==> config.mk <==
export PLATFORM = sky130hd
export DESIGN_NAME = ex_stage
export DESIGN_NICKNAME = d
export VERILOG_FILES = /design/src/source/ex_pkg.sv /design/src/source/ex_alu.sv /design/src/source/ex_branch.sv /design/src/source/ex_redirect.sv /design/src/source/ex_commit.sv /design/src/source/ex_stage.sv
export SDC_FILE = /design/constraint.sdc
export NUM_CORES = 2
export LEC_CHECK = 0
export BUFFER_PORTS_ARGS = -buffer_cell sky130_fd_sc_hd__buf_4
export CORE_MARGIN = 4
export CORE_UTILIZATION = 30
export DETAILED_ROUTE_END_ITERATION = 12
export PLACE_DENSITY_LB_ADDON = 0.3
export SETUP_SLACK_MARGIN = 0.05
export SLEW_MARGIN = 20
export SYNTH_ARGS = -nofsm -noshare
export SYNTH_HDL_FRONTEND = slang
export SYNTH_SLANG_ARGS = --single-unit
==> constraint.sdc <==
create_clock -name CLK -period 8.5 [get_ports CLK]
set_clock_uncertainty 0.15 [all_clocks]
set_input_delay 0.85 -clock CLK [delete_from_list [all_inputs] [get_ports CLK]]
set_output_delay 0.85 -clock CLK [all_outputs]
set_load 0.01 [all_outputs]
==> src/source/ex_pkg.sv <==
package ex_pkg;

    ////////////////////
    // Widths and pipeline constants

    localparam int XLEN          = 64;
    localparam int WORD_BITS     = 32;
    localparam int INSTR_BYTES   = 4;
    localparam int SQUASH_CYCLES = 2;
    localparam int SQUASH_W      = $clog2(SQUASH_CYCLES + 1);

    ////////////////////
    // Operation encodings

    // Codes 13 to 15 are illegal
    typedef enum logic [3:0] {
        ALU_ADD      = 4'd0,
        ALU_SUB      = 4'd1,
        ALU_SLL      = 4'd2,
        ALU_SRL      = 4'd3,
        ALU_SRA      = 4'd4,
        ALU_XOR      = 4'd5,
        ALU_OR       = 4'd6,
        ALU_AND      = 4'd7,
        ALU_SLT      = 4'd8,
        ALU_SLTU     = 4'd9,
        ALU_PASS_A   = 4'd10,
        ALU_PASS_B   = 4'd11,
        ALU_A_PLUS_4 = 4'd12
    } alu_op_t;

    // Same as branch funct3
    typedef enum logic [2:0] {
        CMP_BEQ  = 3'b000,
        CMP_BNE  = 3'b001,
        CMP_BLT  = 3'b100,
        CMP_BGE  = 3'b101,
        CMP_BLTU = 3'b110,
        CMP_BGEU = 3'b111
    } cmp_t;

    typedef enum logic [1:0] {BR_NONE, BR_COND, BR_JUMP} branch_kind_t;
    typedef enum logic [1:0] {MEM_NONE, MEM_LOAD, MEM_STORE} mem_kind_t;
    typedef enum logic [1:0] {SIZE_BYTE, SIZE_HALF, SIZE_WORD, SIZE_DOUBLE} mem_size_t;

endpackage

==> src/source/ex_alu.sv <==
`timescale 1ns/10ps

module ex_alu
    import ex_pkg::*;
(
    input  logic            CLK,
    input  logic            RST,
    input  logic            in_valid,
    input  alu_op_t         alu_op,
    input  logic            op_32,
    input  logic [XLEN-1:0] operand_a,
    input  logic [XLEN-1:0] operand_b,
    input  mem_kind_t       mem_kind,
    input  mem_size_t       mem_size,
    output logic            alu_valid,
    output logic [XLEN-1:0] alu_result,
    output mem_kind_t       mem_kind_q,
    output mem_size_t       mem_size_q
);

    logic [5:0]           shamt;
    logic [WORD_BITS-1:0] add_w;
    logic [WORD_BITS-1:0] sub_w;
    logic [WORD_BITS-1:0] sll_w;
    logic [WORD_BITS-1:0] srl_w;
    logic [WORD_BITS-1:0] sra_w;
    logic [XLEN-1:0]      alu_next;

    function automatic logic [XLEN-1:0] sext_word(input logic [WORD_BITS-1:0] w);
        return {{(XLEN - WORD_BITS){w[WORD_BITS-1]}}, w};
    endfunction

    assign shamt = operand_b[5:0];

    // Word forms, low 5 bits of b as shift amount
    assign add_w = operand_a[WORD_BITS-1:0] + operand_b[WORD_BITS-1:0];
    assign sub_w = operand_a[WORD_BITS-1:0] - operand_b[WORD_BITS-1:0];
    assign sll_w = operand_a[WORD_BITS-1:0] << operand_b[4:0];
    assign srl_w = operand_a[WORD_BITS-1:0] >> operand_b[4:0];
    assign sra_w = $signed(operand_a[WORD_BITS-1:0]) >>> operand_b[4:0];

    always_comb
    begin
        case (alu_op)
            ALU_ADD:      alu_next = op_32 ? sext_word(add_w) : operand_a + operand_b;
            ALU_SUB:      alu_next = op_32 ? sext_word(sub_w) : operand_a - operand_b;
            ALU_SLL:      alu_next = op_32 ? sext_word(sll_w) : operand_a << shamt;
            ALU_SRL:      alu_next = op_32 ? sext_word(srl_w) : operand_a >> shamt;
            ALU_SRA:
            begin
                // Arithmetic shift, sign fills from the top
                if (op_32)
                    alu_next = sext_word(sra_w);
                else
                    alu_next = $signed(operand_a) >>> shamt;
            end
            ALU_XOR:      alu_next = operand_a ^ operand_b;
            ALU_OR:       alu_next = operand_a | operand_b;
            ALU_AND:      alu_next = operand_a & operand_b;
            ALU_SLT:      alu_next = {{(XLEN-1){1'b0}}, $signed(operand_a) < $signed(operand_b)};
            ALU_SLTU:     alu_next = {{(XLEN-1){1'b0}}, operand_a < operand_b};
            ALU_PASS_A:   alu_next = operand_a;
            ALU_PASS_B:   alu_next = operand_b;
            ALU_A_PLUS_4: alu_next = operand_a + INSTR_BYTES;
            default:      alu_next = '0;
        endcase
    end

    always_ff @(posedge CLK)
    begin
        if (RST)
            alu_valid <= 1'b0;
        else
            alu_valid <= in_valid;
    end

    always_ff @(posedge CLK)
    begin
        alu_result <= alu_next;
        mem_kind_q <= mem_kind;
        mem_size_q <= mem_size;
    end

    a_legal_op: assert property (@(posedge CLK) disable iff (RST)
        in_valid |-> alu_op <= ALU_A_PLUS_4)
        else $error("illegal alu_op code %0d", alu_op);

endmodule

==> src/source/ex_branch.sv <==
`timescale 1ns/10ps

module ex_branch
    import ex_pkg::*;
(
    input  logic            CLK,
    input  logic            RST,
    input  logic            in_valid,
    input  branch_kind_t    branch_kind,
    input  cmp_t            cond,
    input  logic [XLEN-1:0] cmp1,
    input  logic [XLEN-1:0] cmp2,
    input  logic [XLEN-1:0] jump_base,
    input  logic [XLEN-1:0] jump_offset,
    input  logic [XLEN-1:0] pc,
    input  logic [XLEN-1:0] next_pc,
    output logic            br_valid,
    output logic [XLEN-1:0] resolved_pc,
    output logic [XLEN-1:0] next_pc_q
);

    logic            cond_true;
    logic            take;
    logic [XLEN-1:0] target;

    always_comb
    begin
        case (cond)
            CMP_BEQ:  cond_true = cmp1 == cmp2;
            CMP_BNE:  cond_true = cmp1 != cmp2;
            CMP_BLT:  cond_true = $signed(cmp1) < $signed(cmp2);
            CMP_BGE:  cond_true = $signed(cmp1) >= $signed(cmp2);
            CMP_BLTU: cond_true = cmp1 < cmp2;
            CMP_BGEU: cond_true = cmp1 >= cmp2;
            default:  cond_true = 1'b0;
        endcase
    end

    assign target = jump_base + jump_offset;
    assign take   = (branch_kind == BR_JUMP) || (branch_kind == BR_COND && cond_true);

    always_ff @(posedge CLK)
    begin
        if (RST)
            br_valid <= 1'b0;
        else
            br_valid <= in_valid;
    end

    // Fall-through resolves too, so kind none is checked against the prediction
    always_ff @(posedge CLK)
    begin
        resolved_pc <= take ? target : pc + INSTR_BYTES;
        next_pc_q   <= next_pc;
    end

    a_legal_cond: assert property (@(posedge CLK) disable iff (RST)
        in_valid && branch_kind == BR_COND |-> !(cond inside {3'd2, 3'd3}))
        else $error("unused branch condition code %0d", cond);

endmodule

==> src/source/ex_redirect.sv <==
`timescale 1ns/10ps

module ex_redirect
    import ex_pkg::*;
(
    input  logic            CLK,
    input  logic            RST,
    input  logic            br_valid,
    input  logic [XLEN-1:0] resolved_pc,
    input  logic [XLEN-1:0] next_pc_q,
    output logic            redirect,
    output logic [XLEN-1:0] redirect_pc,
    output logic            squash
);

    logic [SQUASH_W-1:0] squash_cnt;
    logic                mispredict;

    assign squash     = squash_cnt != '0;
    assign mispredict = br_valid && !squash && (resolved_pc != next_pc_q);

    ////////////////////
    // Redirect and squash window

    // Counter loads with the redirect and covers the two younger ops
    always_ff @(posedge CLK)
    begin
        if (RST)
        begin
            redirect   <= 1'b0;
            squash_cnt <= '0;
        end
        else
        begin
            redirect <= mispredict;
            if (mispredict)
                squash_cnt <= SQUASH_W'(SQUASH_CYCLES);
            else if (squash)
                squash_cnt <= squash_cnt - 1'b1;
        end
    end

    always_ff @(posedge CLK)
    begin
        redirect_pc <= resolved_pc;
    end

    a_squash_window: assert property (@(posedge CLK) disable iff (RST)
        redirect |-> squash [*SQUASH_CYCLES] ##1 !squash)
        else $error("squash window did not last %0d cycles after a redirect", SQUASH_CYCLES);

endmodule

==> src/source/ex_commit.sv <==
`timescale 1ns/10ps

module ex_commit
    import ex_pkg::*;
(
    input  logic            CLK,
    input  logic            RST,
    input  logic            alu_valid,
    input  logic [XLEN-1:0] alu_result,
    input  mem_kind_t       mem_kind_q,
    input  mem_size_t       mem_size_q,
    input  logic            squash,
    output logic            result_valid,
    output logic [XLEN-1:0] result,
    output logic            mem_req,
    output logic            mem_write,
    output logic [XLEN-1:0] mem_addr,
    output mem_size_t       mem_size_out,
    output logic            misaligned
);

    logic take;
    logic is_mem;
    logic mis_next;

    assign take   = alu_valid && !squash;
    assign is_mem = (mem_kind_q == MEM_LOAD) || (mem_kind_q == MEM_STORE);

    // Crossing an 8-byte boundary
    always_comb
    begin
        case (mem_size_q)
            SIZE_HALF:   mis_next = &alu_result[2:0];
            SIZE_WORD:   mis_next = alu_result[2:0] > 3'd4;
            SIZE_DOUBLE: mis_next = |alu_result[2:0];
            default:     mis_next = 1'b0;
        endcase
    end

    always_ff @(posedge CLK)
    begin
        if (RST)
        begin
            result_valid <= 1'b0;
            mem_req      <= 1'b0;
            misaligned   <= 1'b0;
        end
        else
        begin
            result_valid <= take;
            mem_req      <= take && is_mem && !mis_next;
            misaligned   <= take && is_mem && mis_next;
        end
    end

    always_ff @(posedge CLK)
    begin
        result       <= alu_result;
        mem_write    <= mem_kind_q == MEM_STORE;
        mem_addr     <= alu_result;
        mem_size_out <= mem_size_q;
    end

    a_mis_offset: assert property (@(posedge CLK) disable iff (RST)
        misaligned |-> mem_size_out != SIZE_BYTE && mem_addr[2:0] != 3'b000)
        else $error("misaligned flag on a byte or aligned access");

endmodule

==> src/source/ex_stage.sv <==
`timescale 1ns/10ps

module ex_stage
    import ex_pkg::*;
(
    input  logic            CLK,
    input  logic            RST,
    input  logic            in_valid,
    // ALU side
    input  alu_op_t         alu_op,
    input  logic            op_32,
    input  logic [XLEN-1:0] operand_a,
    input  logic [XLEN-1:0] operand_b,
    input  mem_kind_t       mem_kind,
    input  mem_size_t       mem_size,
    // Branch side
    input  branch_kind_t    branch_kind,
    input  cmp_t            cond,
    input  logic [XLEN-1:0] cmp1,
    input  logic [XLEN-1:0] cmp2,
    input  logic [XLEN-1:0] jump_base,
    input  logic [XLEN-1:0] jump_offset,
    input  logic [XLEN-1:0] pc,
    input  logic [XLEN-1:0] next_pc,
    // Stage two outputs
    output logic            redirect,
    output logic [XLEN-1:0] redirect_pc,
    output logic            result_valid,
    output logic [XLEN-1:0] result,
    output logic            mem_req,
    output logic            mem_write,
    output logic [XLEN-1:0] mem_addr,
    output mem_size_t       mem_size_out,
    output logic            misaligned
);

    logic            alu_valid;
    logic [XLEN-1:0] alu_result;
    mem_kind_t       mem_kind_q;
    mem_size_t       mem_size_q;
    logic            br_valid;
    logic [XLEN-1:0] resolved_pc;
    logic [XLEN-1:0] next_pc_q;
    logic            squash;

    ////////////////////
    // Stage one

    ex_alu u_alu (
        .CLK        (CLK),
        .RST        (RST),
        .in_valid   (in_valid),
        .alu_op     (alu_op),
        .op_32      (op_32),
        .operand_a  (operand_a),
        .operand_b  (operand_b),
        .mem_kind   (mem_kind),
        .mem_size   (mem_size),
        .alu_valid  (alu_valid),
        .alu_result (alu_result),
        .mem_kind_q (mem_kind_q),
        .mem_size_q (mem_size_q)
    );

    ex_branch u_branch (
        .CLK         (CLK),
        .RST         (RST),
        .in_valid    (in_valid),
        .branch_kind (branch_kind),
        .cond        (cond),
        .cmp1        (cmp1),
        .cmp2        (cmp2),
        .jump_base   (jump_base),
        .jump_offset (jump_offset),
        .pc          (pc),
        .next_pc     (next_pc),
        .br_valid    (br_valid),
        .resolved_pc (resolved_pc),
        .next_pc_q   (next_pc_q)
    );

    ////////////////////
    // Stage two

    ex_redirect u_redirect (
        .CLK         (CLK),
        .RST         (RST),
        .br_valid    (br_valid),
        .resolved_pc (resolved_pc),
        .next_pc_q   (next_pc_q),
        .redirect    (redirect),
        .redirect_pc (redirect_pc),
        .squash      (squash)
    );

    ex_commit u_commit (
        .CLK          (CLK),
        .RST          (RST),
        .alu_valid    (alu_valid),
        .alu_result   (alu_result),
        .mem_kind_q   (mem_kind_q),
        .mem_size_q   (mem_size_q),
        .squash       (squash),
        .result_valid (result_valid),
        .result       (result),
        .mem_req      (mem_req),
        .mem_write    (mem_write),
        .mem_addr     (mem_addr),
        .mem_size_out (mem_size_out),
        .misaligned   (misaligned)
    );

endmodule

# Word level (Yosys, flattened, before mapping)
# Cells that the tools add are included.
[classes] reduce_logical=17 n_bitwise=3 div_mod_pow=0 eq_ne=27 n_mul=0 mux=11 n_shift=6 add_sub_neg=8 order_cmp=7
[ops] op="$pmux 64 s13" n=1
[ops] op="$mux 64" n=6
[ops] op="$lt 64x64->1" n=4
[ops] op="$add 64x3->64 const B" n=2
[ops] op="$add 64x64->64" n=2
[ops] op="$ge 64x64->1" n=2
[ops] op="$ne 64x64->1" n=2
[ops] op="$and 64x64->64" n=1
[ops] op="$eq 64x64->1" n=1
[ops] op="$or 64x64->64" n=1
[ops] op="$shl 64x6->64" n=1
[ops] op="$shr 64x6->64" n=1
[ops] op="$sshr 64x6->64" n=1
[ops] op="$sub 64x64->64" n=1
[ops] op="$xor 64x64->64" n=1
[ops] op="$add 32x32->32" n=1
[ops] op="$shl 32x5->32" n=1
[ops] op="$shr 32x5->32" n=1
[ops] op="$sshr 32x5->32" n=1
[ops] op="$sub 32x32->32" n=1
[ops] op="$eq 4x4->1 const B" n=5
[ops] op="$eq 4x3->1 const B" n=4
[ops] op="$eq 3x3->1 const B" n=4
[ops] op="$eq 2x2->1 const B" n=4
[ops] op="18 further kinds" n=30
[word_totals] rom_bits=0 mem_count=0 register_bits=334 output_inout_bits=199 latch_bits=0 ramBits=0 word_cells=95 input_bits=529

# Longest topological paths before layout
[depth] depth_word=5 ltp_mapped=20 depth_no_buf=15

# Cells and area by module
# Synthesis repeated with hierarchy kept, for this count alone.
[unflattened] hier_cells=5218 hier_area_um2=38755.9
[by_module_without_submodules] mod="ex_alu" n_inst=1 area_per_inst_um2=24957.7 seq_area_each_um2=1381.3 cells_per_inst=3719
[by_module_without_submodules] mod="ex_branch" n_inst=1 area_per_inst_um2=9758.1 seq_area_each_um2=2582.5 cells_per_inst=1196
[by_module_without_submodules] mod="ex_redirect" n_inst=1 area_per_inst_um2=2075.7 seq_area_each_um2=1341.3 cells_per_inst=158
[by_module_without_submodules] mod="ex_commit" n_inst=1 area_per_inst_um2=1964.4 seq_area_each_um2=1401.3 cells_per_inst=145

# Least setup slack after synthesis
# OpenSTA, ideal clock, no wires.
[synth_path] kind="input -> register" from="input operand_b[4]" to="register u_alu.alu_result[33]" setup_ns=0.129 t_arrival_ns=5.013 setup_slack_ns=3.208 required_time_ns=8.221 path_buffers=7 stages=20 cell_sequence="clkbuf_1 inv_1 clkbuf_1 clkbuf_1 clkbuf_1 buf_1 ha_1 buf_2 nor2_1 a32o_1 a31oi_2 a21oi_1 o31a_1 o21a_1 o211ai_4 nand2_4 a21o_1 buf_6 nor4_2 o41ai_1"
[synth_via] elab_chain_cells=3 elab_cells_between_ends=16 classes_between="4 x add/sub; 6 x shift; 6 x mux"
[synth_rtl] element="start: declaration" line="ex_stage.sv:13" rtl="input logic [XLEN-1:0] operand_b,"
[synth_rtl] element="$sub 64x64->64, or another cell as far along" line="ex_alu.sv:46" rtl="ALU_SUB: alu_next = op_32 ? sext_word(sub_w) : operand_a - operand_b;"
[synth_rtl] element="$mux 64, on equally long branches"
[synth_rtl] element="$pmux 64 s13 (*)" line="ex_alu.sv:44" rtl="case (alu_op)"
[synth_rtl] element="net u_alu.alu_next[33]" line="ex_alu.sv:27" rtl="logic [XLEN-1:0] alu_next;"
[synth_rtl] element="end signal: assignment" line="ex_alu.sv:79" rtl="alu_result <= alu_next;"
[synth_rtl] element="end: declaration" line="ex_alu.sv:16" rtl="output logic [XLEN-1:0] alu_result,"
# Mark *: on every way through the listed nets, which the timed path passes. The rest lies on a longest branch.
# A chain may end at the register's enable or synchronous reset.

# Worst setup path after layout
[layout_path] from="input operand_b[1]" to="register u_alu.alu_result[50]"
# The elaborated chain is that of the path after synthesis.

==> impl.org <==
** Critical path
- STA classifies the critical path endpoint as a flip-flop.
- The worst setup path is launched from an input port.
- By instance count, the cell type seen most on the critical path is sky130_fd_sc_hd__a21o_1.
- Data on the critical path arrives at its endpoint at 5880 ps.
- Counting both buffers and inverters, the worst setup path holds a total of 2.
- Req. time, crit path :: 8890 ps
- On the worst path, the slowest cell contributes a delay of 740 ps.
- Cell chain of the critical path :: buf_6, inv_2, ha_1, a211oi_1, nor4_1, nor2_1, a2111oi_4, o31ai_1, xnor2_1, a21o_1, nand2_4, a21oi_1, nand3_1, a21o_1
- Path type of the worst setup path :: in2reg
- Critical-path maximum fanout :: 60
- CP max-delay cell :: sky130_fd_sc_hd__a21oi_1
- Crit-path leading delay family :: compound AO/OA/AOI/OAI gates

** Clock tree
- TritonCTS built the clock tree.
- The H-tree generated during clock tree synthesis spans 2 levels.
- Inserted Clock Buffers :: 43
- After clock tree synthesis, the setup repair step added 0 buffers.
- Maximum buffer depth of the clock tree :: 3
- Clock-pin slew on the worst setup and hold paths :: 70 ps
- Clk root buf :: sky130_fd_sc_hd__clkbuf_16
- CTS saw 334 sinks.
- Hold bufs inserted after CTS :: 0
- For the worst-skew pair, the clock arrives at the later sink with an insertion delay of 650 ps.
- Number of resized instances in the post-cts repair step :: 0

** STA
- Slew @ Worst Pin :: 1250 ps
- Setup repair after global routing left no endpoint under its margin.
- Max-slew violation count :: 0
- The worst path in the final design needs a cycle of 5500 ps, including I/O delays and setup.
- Final setup viols :: 0
- Max frequency :: 182 MHz
- Worst slew margin :: 14.5%
- The hold violation count in the final report was 0.
- Summed over all failing endpoints, the final setup total negative slack is 0 ps.
- Dividing the final minimum period by the clock period gives 64.7%.

** GRT
- Via count of the first global-routing pass :: 41,900
- First-pass GRT wire length :: 315,000 um
- GRT Resource Usage Total :: 32.7%
- Largest net degree at the start of global routing :: 124
- Remaining global-route overflow :: 0
- Number of antenna violations at the first check in global routing :: 30

** Synthesis
- Prevailing post-synth register cell :: sky130_fd_sc_hd__dfxtp_1
- After synthesis, the share of flip-flops with an asynchronous set or reset is 0%.
- Number of enable-type register cells in the synthesized netlist :: 0
- Netlist area before placement :: 0.0381 mm^2
- Ys Warns :: 0
- Avg Inst Size Synth :: 7.54 um^2
- Netlist cell types :: 98
- When the netlist entered floorplanning its net count stood at 5,906.
- Counting every instance in the synthesized netlist gives 5,051.
- Fraction of the yosys area taken by sequential cells :: 17.6%
- Counting flops and latches in the post-synthesis netlist gives 334.

** Routing
- Detailed Route Iter0 Violations :: 5,088
- Detailed-routing wirelength on met1 :: 87,000 um
- The final route contains 43,800 vias.
- After detailed routing, the average wire length per cell comes to 31.9 um.
- Wire segments on met3 add up to 21,000 um in the final route.
- Post-Route WL :: 229,000 um
- The count of nets left with antenna violations once routing finished came out at 0.
- The first detailed-routing pass took 6 iterations.
- Detailed-routed wire length on met2 :: 105,000 um
- In the routed design, unresolved DRC markers number 0.
- Highest Signal Layer :: met5
- Avg Vias per Cell :: 6.09

** Worst hold path
- Worst min-delay path class :: reg2reg

** Cells and area
- Area taken by flip-flops and latches :: 0.00669 mm^2
- The post-route netlist has 19.6% of its cells at a drive strength greater than 1.
- Number of inserted filler cells in the final layout :: 13,300
- Post-synthesis to final-layout area growth :: 20.5%
- Area of the multi-input gates :: 0.0284 mm^2
- For this run, the share of the core covered by cells in the final layout is 36.4%.
- Final Net Count :: 6,342

** Job
- The tool flagged a number of max-cap violations equal to 0.

** Die
- The die is 364 um wide.
- Total number of placement rows :: 130
- DIE AREA :: 0.133 mm^2
- Core Footprint :: 0.126 mm^2
- Total I/O pin count :: 728
- Die outline height :: 364 um
- Effective utilization at floorplan :: 30.2%

** Power
- The analysis attributes to cell leakage a power of 19.8 nW.
- PD cells :: 150 mW/mm^2
- VDD IR-drop max :: 0.130 mV

** Status
- The flow ran to the end, and the final reports show no timing, DRC or antenna violations.

** Placement
- Final estimated routing congestion in global placement :: 1.08
- In this run the tool buffered the top-level ports with 727 buffer cells.
- The HPWL after detailed placement is 184,000 um.
==> cell usage in the layout, fill, tap and decap left out, types with 29 or more instances in the layout <==
| cell type | count |
|---|---|
| sky130_fd_sc_hd__buf_4 | 803 |
| sky130_fd_sc_hd__nand3_1 | 120 |
| sky130_fd_sc_hd__mux2i_1 | 163 |
| sky130_fd_sc_hd__nand4_1 | 71 |
| sky130_fd_sc_hd__a211oi_1 | 52 |
| sky130_fd_sc_hd__o22ai_1 | 44 |
| sky130_fd_sc_hd__and3_1 | 40 |
| sky130_fd_sc_hd__nor4_1 | 48 |
| sky130_fd_sc_hd__nor2_1 | 556 |
| sky130_fd_sc_hd__o21bai_1 | 44 |
| sky130_fd_sc_hd__xnor2_1 | 152 |
| sky130_fd_sc_hd__mux4_2 | 119 |
| sky130_fd_sc_hd__a21o_1 | 98 |
| sky130_fd_sc_hd__inv_1 | 288 |
| sky130_fd_sc_hd__o221ai_1 | 34 |
| sky130_fd_sc_hd__nor3_1 | 105 |
| sky130_fd_sc_hd__or3_1 | 29 |
| sky130_fd_sc_hd__a221oi_1 | 65 |
| sky130_fd_sc_hd__a22oi_1 | 61 |
| sky130_fd_sc_hd__nand2_1 | 392 |
| sky130_fd_sc_hd__clkbuf_16 | 43 |
| sky130_fd_sc_hd__o21ai_0 | 316 |
| sky130_fd_sc_hd__o211ai_1 | 67 |
| sky130_fd_sc_hd__a221o_1 | 29 |
| sky130_fd_sc_hd__o2111ai_1 | 30 |
| sky130_fd_sc_hd__xor2_1 | 138 |
| sky130_fd_sc_hd__o31ai_1 | 34 |
| sky130_fd_sc_hd__a31oi_1 | 45 |
| sky130_fd_sc_hd__nand2b_1 | 36 |
| sky130_fd_sc_hd__a21oi_1 | 476 |
| sky130_fd_sc_hd__ha_1 | 323 |
| sky130_fd_sc_hd__dfxtp_1 | 334 |
==> path summary, 6_finish.rpt <==
kind | startpoint | end | slack (ps) | depth (start not counted)
worst max register to register | u_branch.resolved_pc[31] | u_redirect.squash_cnt[1] | 5710 | 7
worst min-delay path | u_alu.alu_result[5] | u_commit.result[5] | 170 | 0
worst min register to register | u_alu.alu_result[5] | u_commit.result[5] | 170 | 0
worst max-delay path | operand_b[1] | u_alu.alu_result[50] | 3000 | 14
==> sequential cells by signal, indices dropped and copies added, names as in the netlist, 2 cells and up <==
signal / cells
u_commit.result: 64
u_alu.alu_result: 64
u_alu.mem_size_q: 2
u_redirect.redirect_pc: 64
u_commit.mem_size_out: 2
u_alu.mem_kind_q: 2
u_redirect.squash_cnt: 2
u_branch.next_pc_q: 64
u_branch.resolved_pc: 64
==> per-stage QoR <==
stage | total power [mW] | instance area [um^2] | instances | hold WS [ps] | setup WS, ps
after floorplan | 3.55 | 38100 | 5051 | 160 | 3210
after global placement | 4.89 | 44300 | 7091 | 161 | 1880
after detailed placement | 4.88 | 44400 | 7092 | 162 | 2570
after CTS | 6.85 | 45800 | 7171 | 130 | 3230
after global routing | 7.13 | 45800 | 7178 | 139 | 2910
final | 6.88 | 45900 | 7190 | 165 | 3000
==> cells in the mapped netlist (71+ instances only) <==
| cell type | n | area (um^2) |
|---|---|---|
| sky130_fd_sc_hd__a21o_1 | 98 | 736 |
| sky130_fd_sc_hd__nand2_1 | 393 | 1480 |
| sky130_fd_sc_hd__buf_4 | 88 | 661 |
| sky130_fd_sc_hd__a21oi_1 | 477 | 2390 |
| sky130_fd_sc_hd__dfxtp_1 | 334 | 6690 |
| sky130_fd_sc_hd__xor2_1 | 138 | 1210 |
| sky130_fd_sc_hd__inv_1 | 290 | 1090 |
| sky130_fd_sc_hd__mux4_2 | 119 | 2680 |
| sky130_fd_sc_hd__nand3_1 | 120 | 601 |
| sky130_fd_sc_hd__nor3_1 | 109 | 546 |
| sky130_fd_sc_hd__xnor2_1 | 152 | 1330 |
| sky130_fd_sc_hd__clkbuf_1 | 226 | 848 |
| sky130_fd_sc_hd__o21ai_0 | 318 | 1590 |
| sky130_fd_sc_hd__ha_1 | 323 | 4040 |
| sky130_fd_sc_hd__mux2i_1 | 163 | 1630 |
| sky130_fd_sc_hd__nor2_1 | 563 | 2110 |
| sky130_fd_sc_hd__nand4_1 | 71 | 444 |
==> where the power goes <==
group	total (mW)	switching, mW	internal, mW
Sequential	1.94	0.160	1.78
Clock	1.93	0.833	1.10
Combinational	3.00	1.89	1.11
==> per-layer routing <==
metal	vias up	GRT usage, %
met1	21200	38.6
met2	2674	53.9
met5	-	0
met3	608	7.40
li1	19300	-
met4	10	19.7
==> area by class of cell <==
cell class                 instances  share of cell area (%)
clock buffer                      56                    2.61
inverter                         296                    2.43
clock inverter                    23                   0.592
tap                             1650                    4.50
antenna                           19                   0.104
sequential                       334                    14.6
multi-input combinational       4004                    61.9
timing repair buffer             808                    13.3
==> cells by family (layout without fill, tap and decap cells) <==
logic type      Yosys count  count (layout)  synth area share, %
compound gates         1575            1575                 26.9
other cells               0              19                    0
xor+xnor                290             290                 6.67
mux                     300             300                 11.9
fa+ha+maj               326             326                 10.8
buf+inv                 713            1183                 8.12
flops                   334             334                 17.6
simple gates           1513            1513                 18.1
Note: power is estimated with default switching activity, not from simulation.
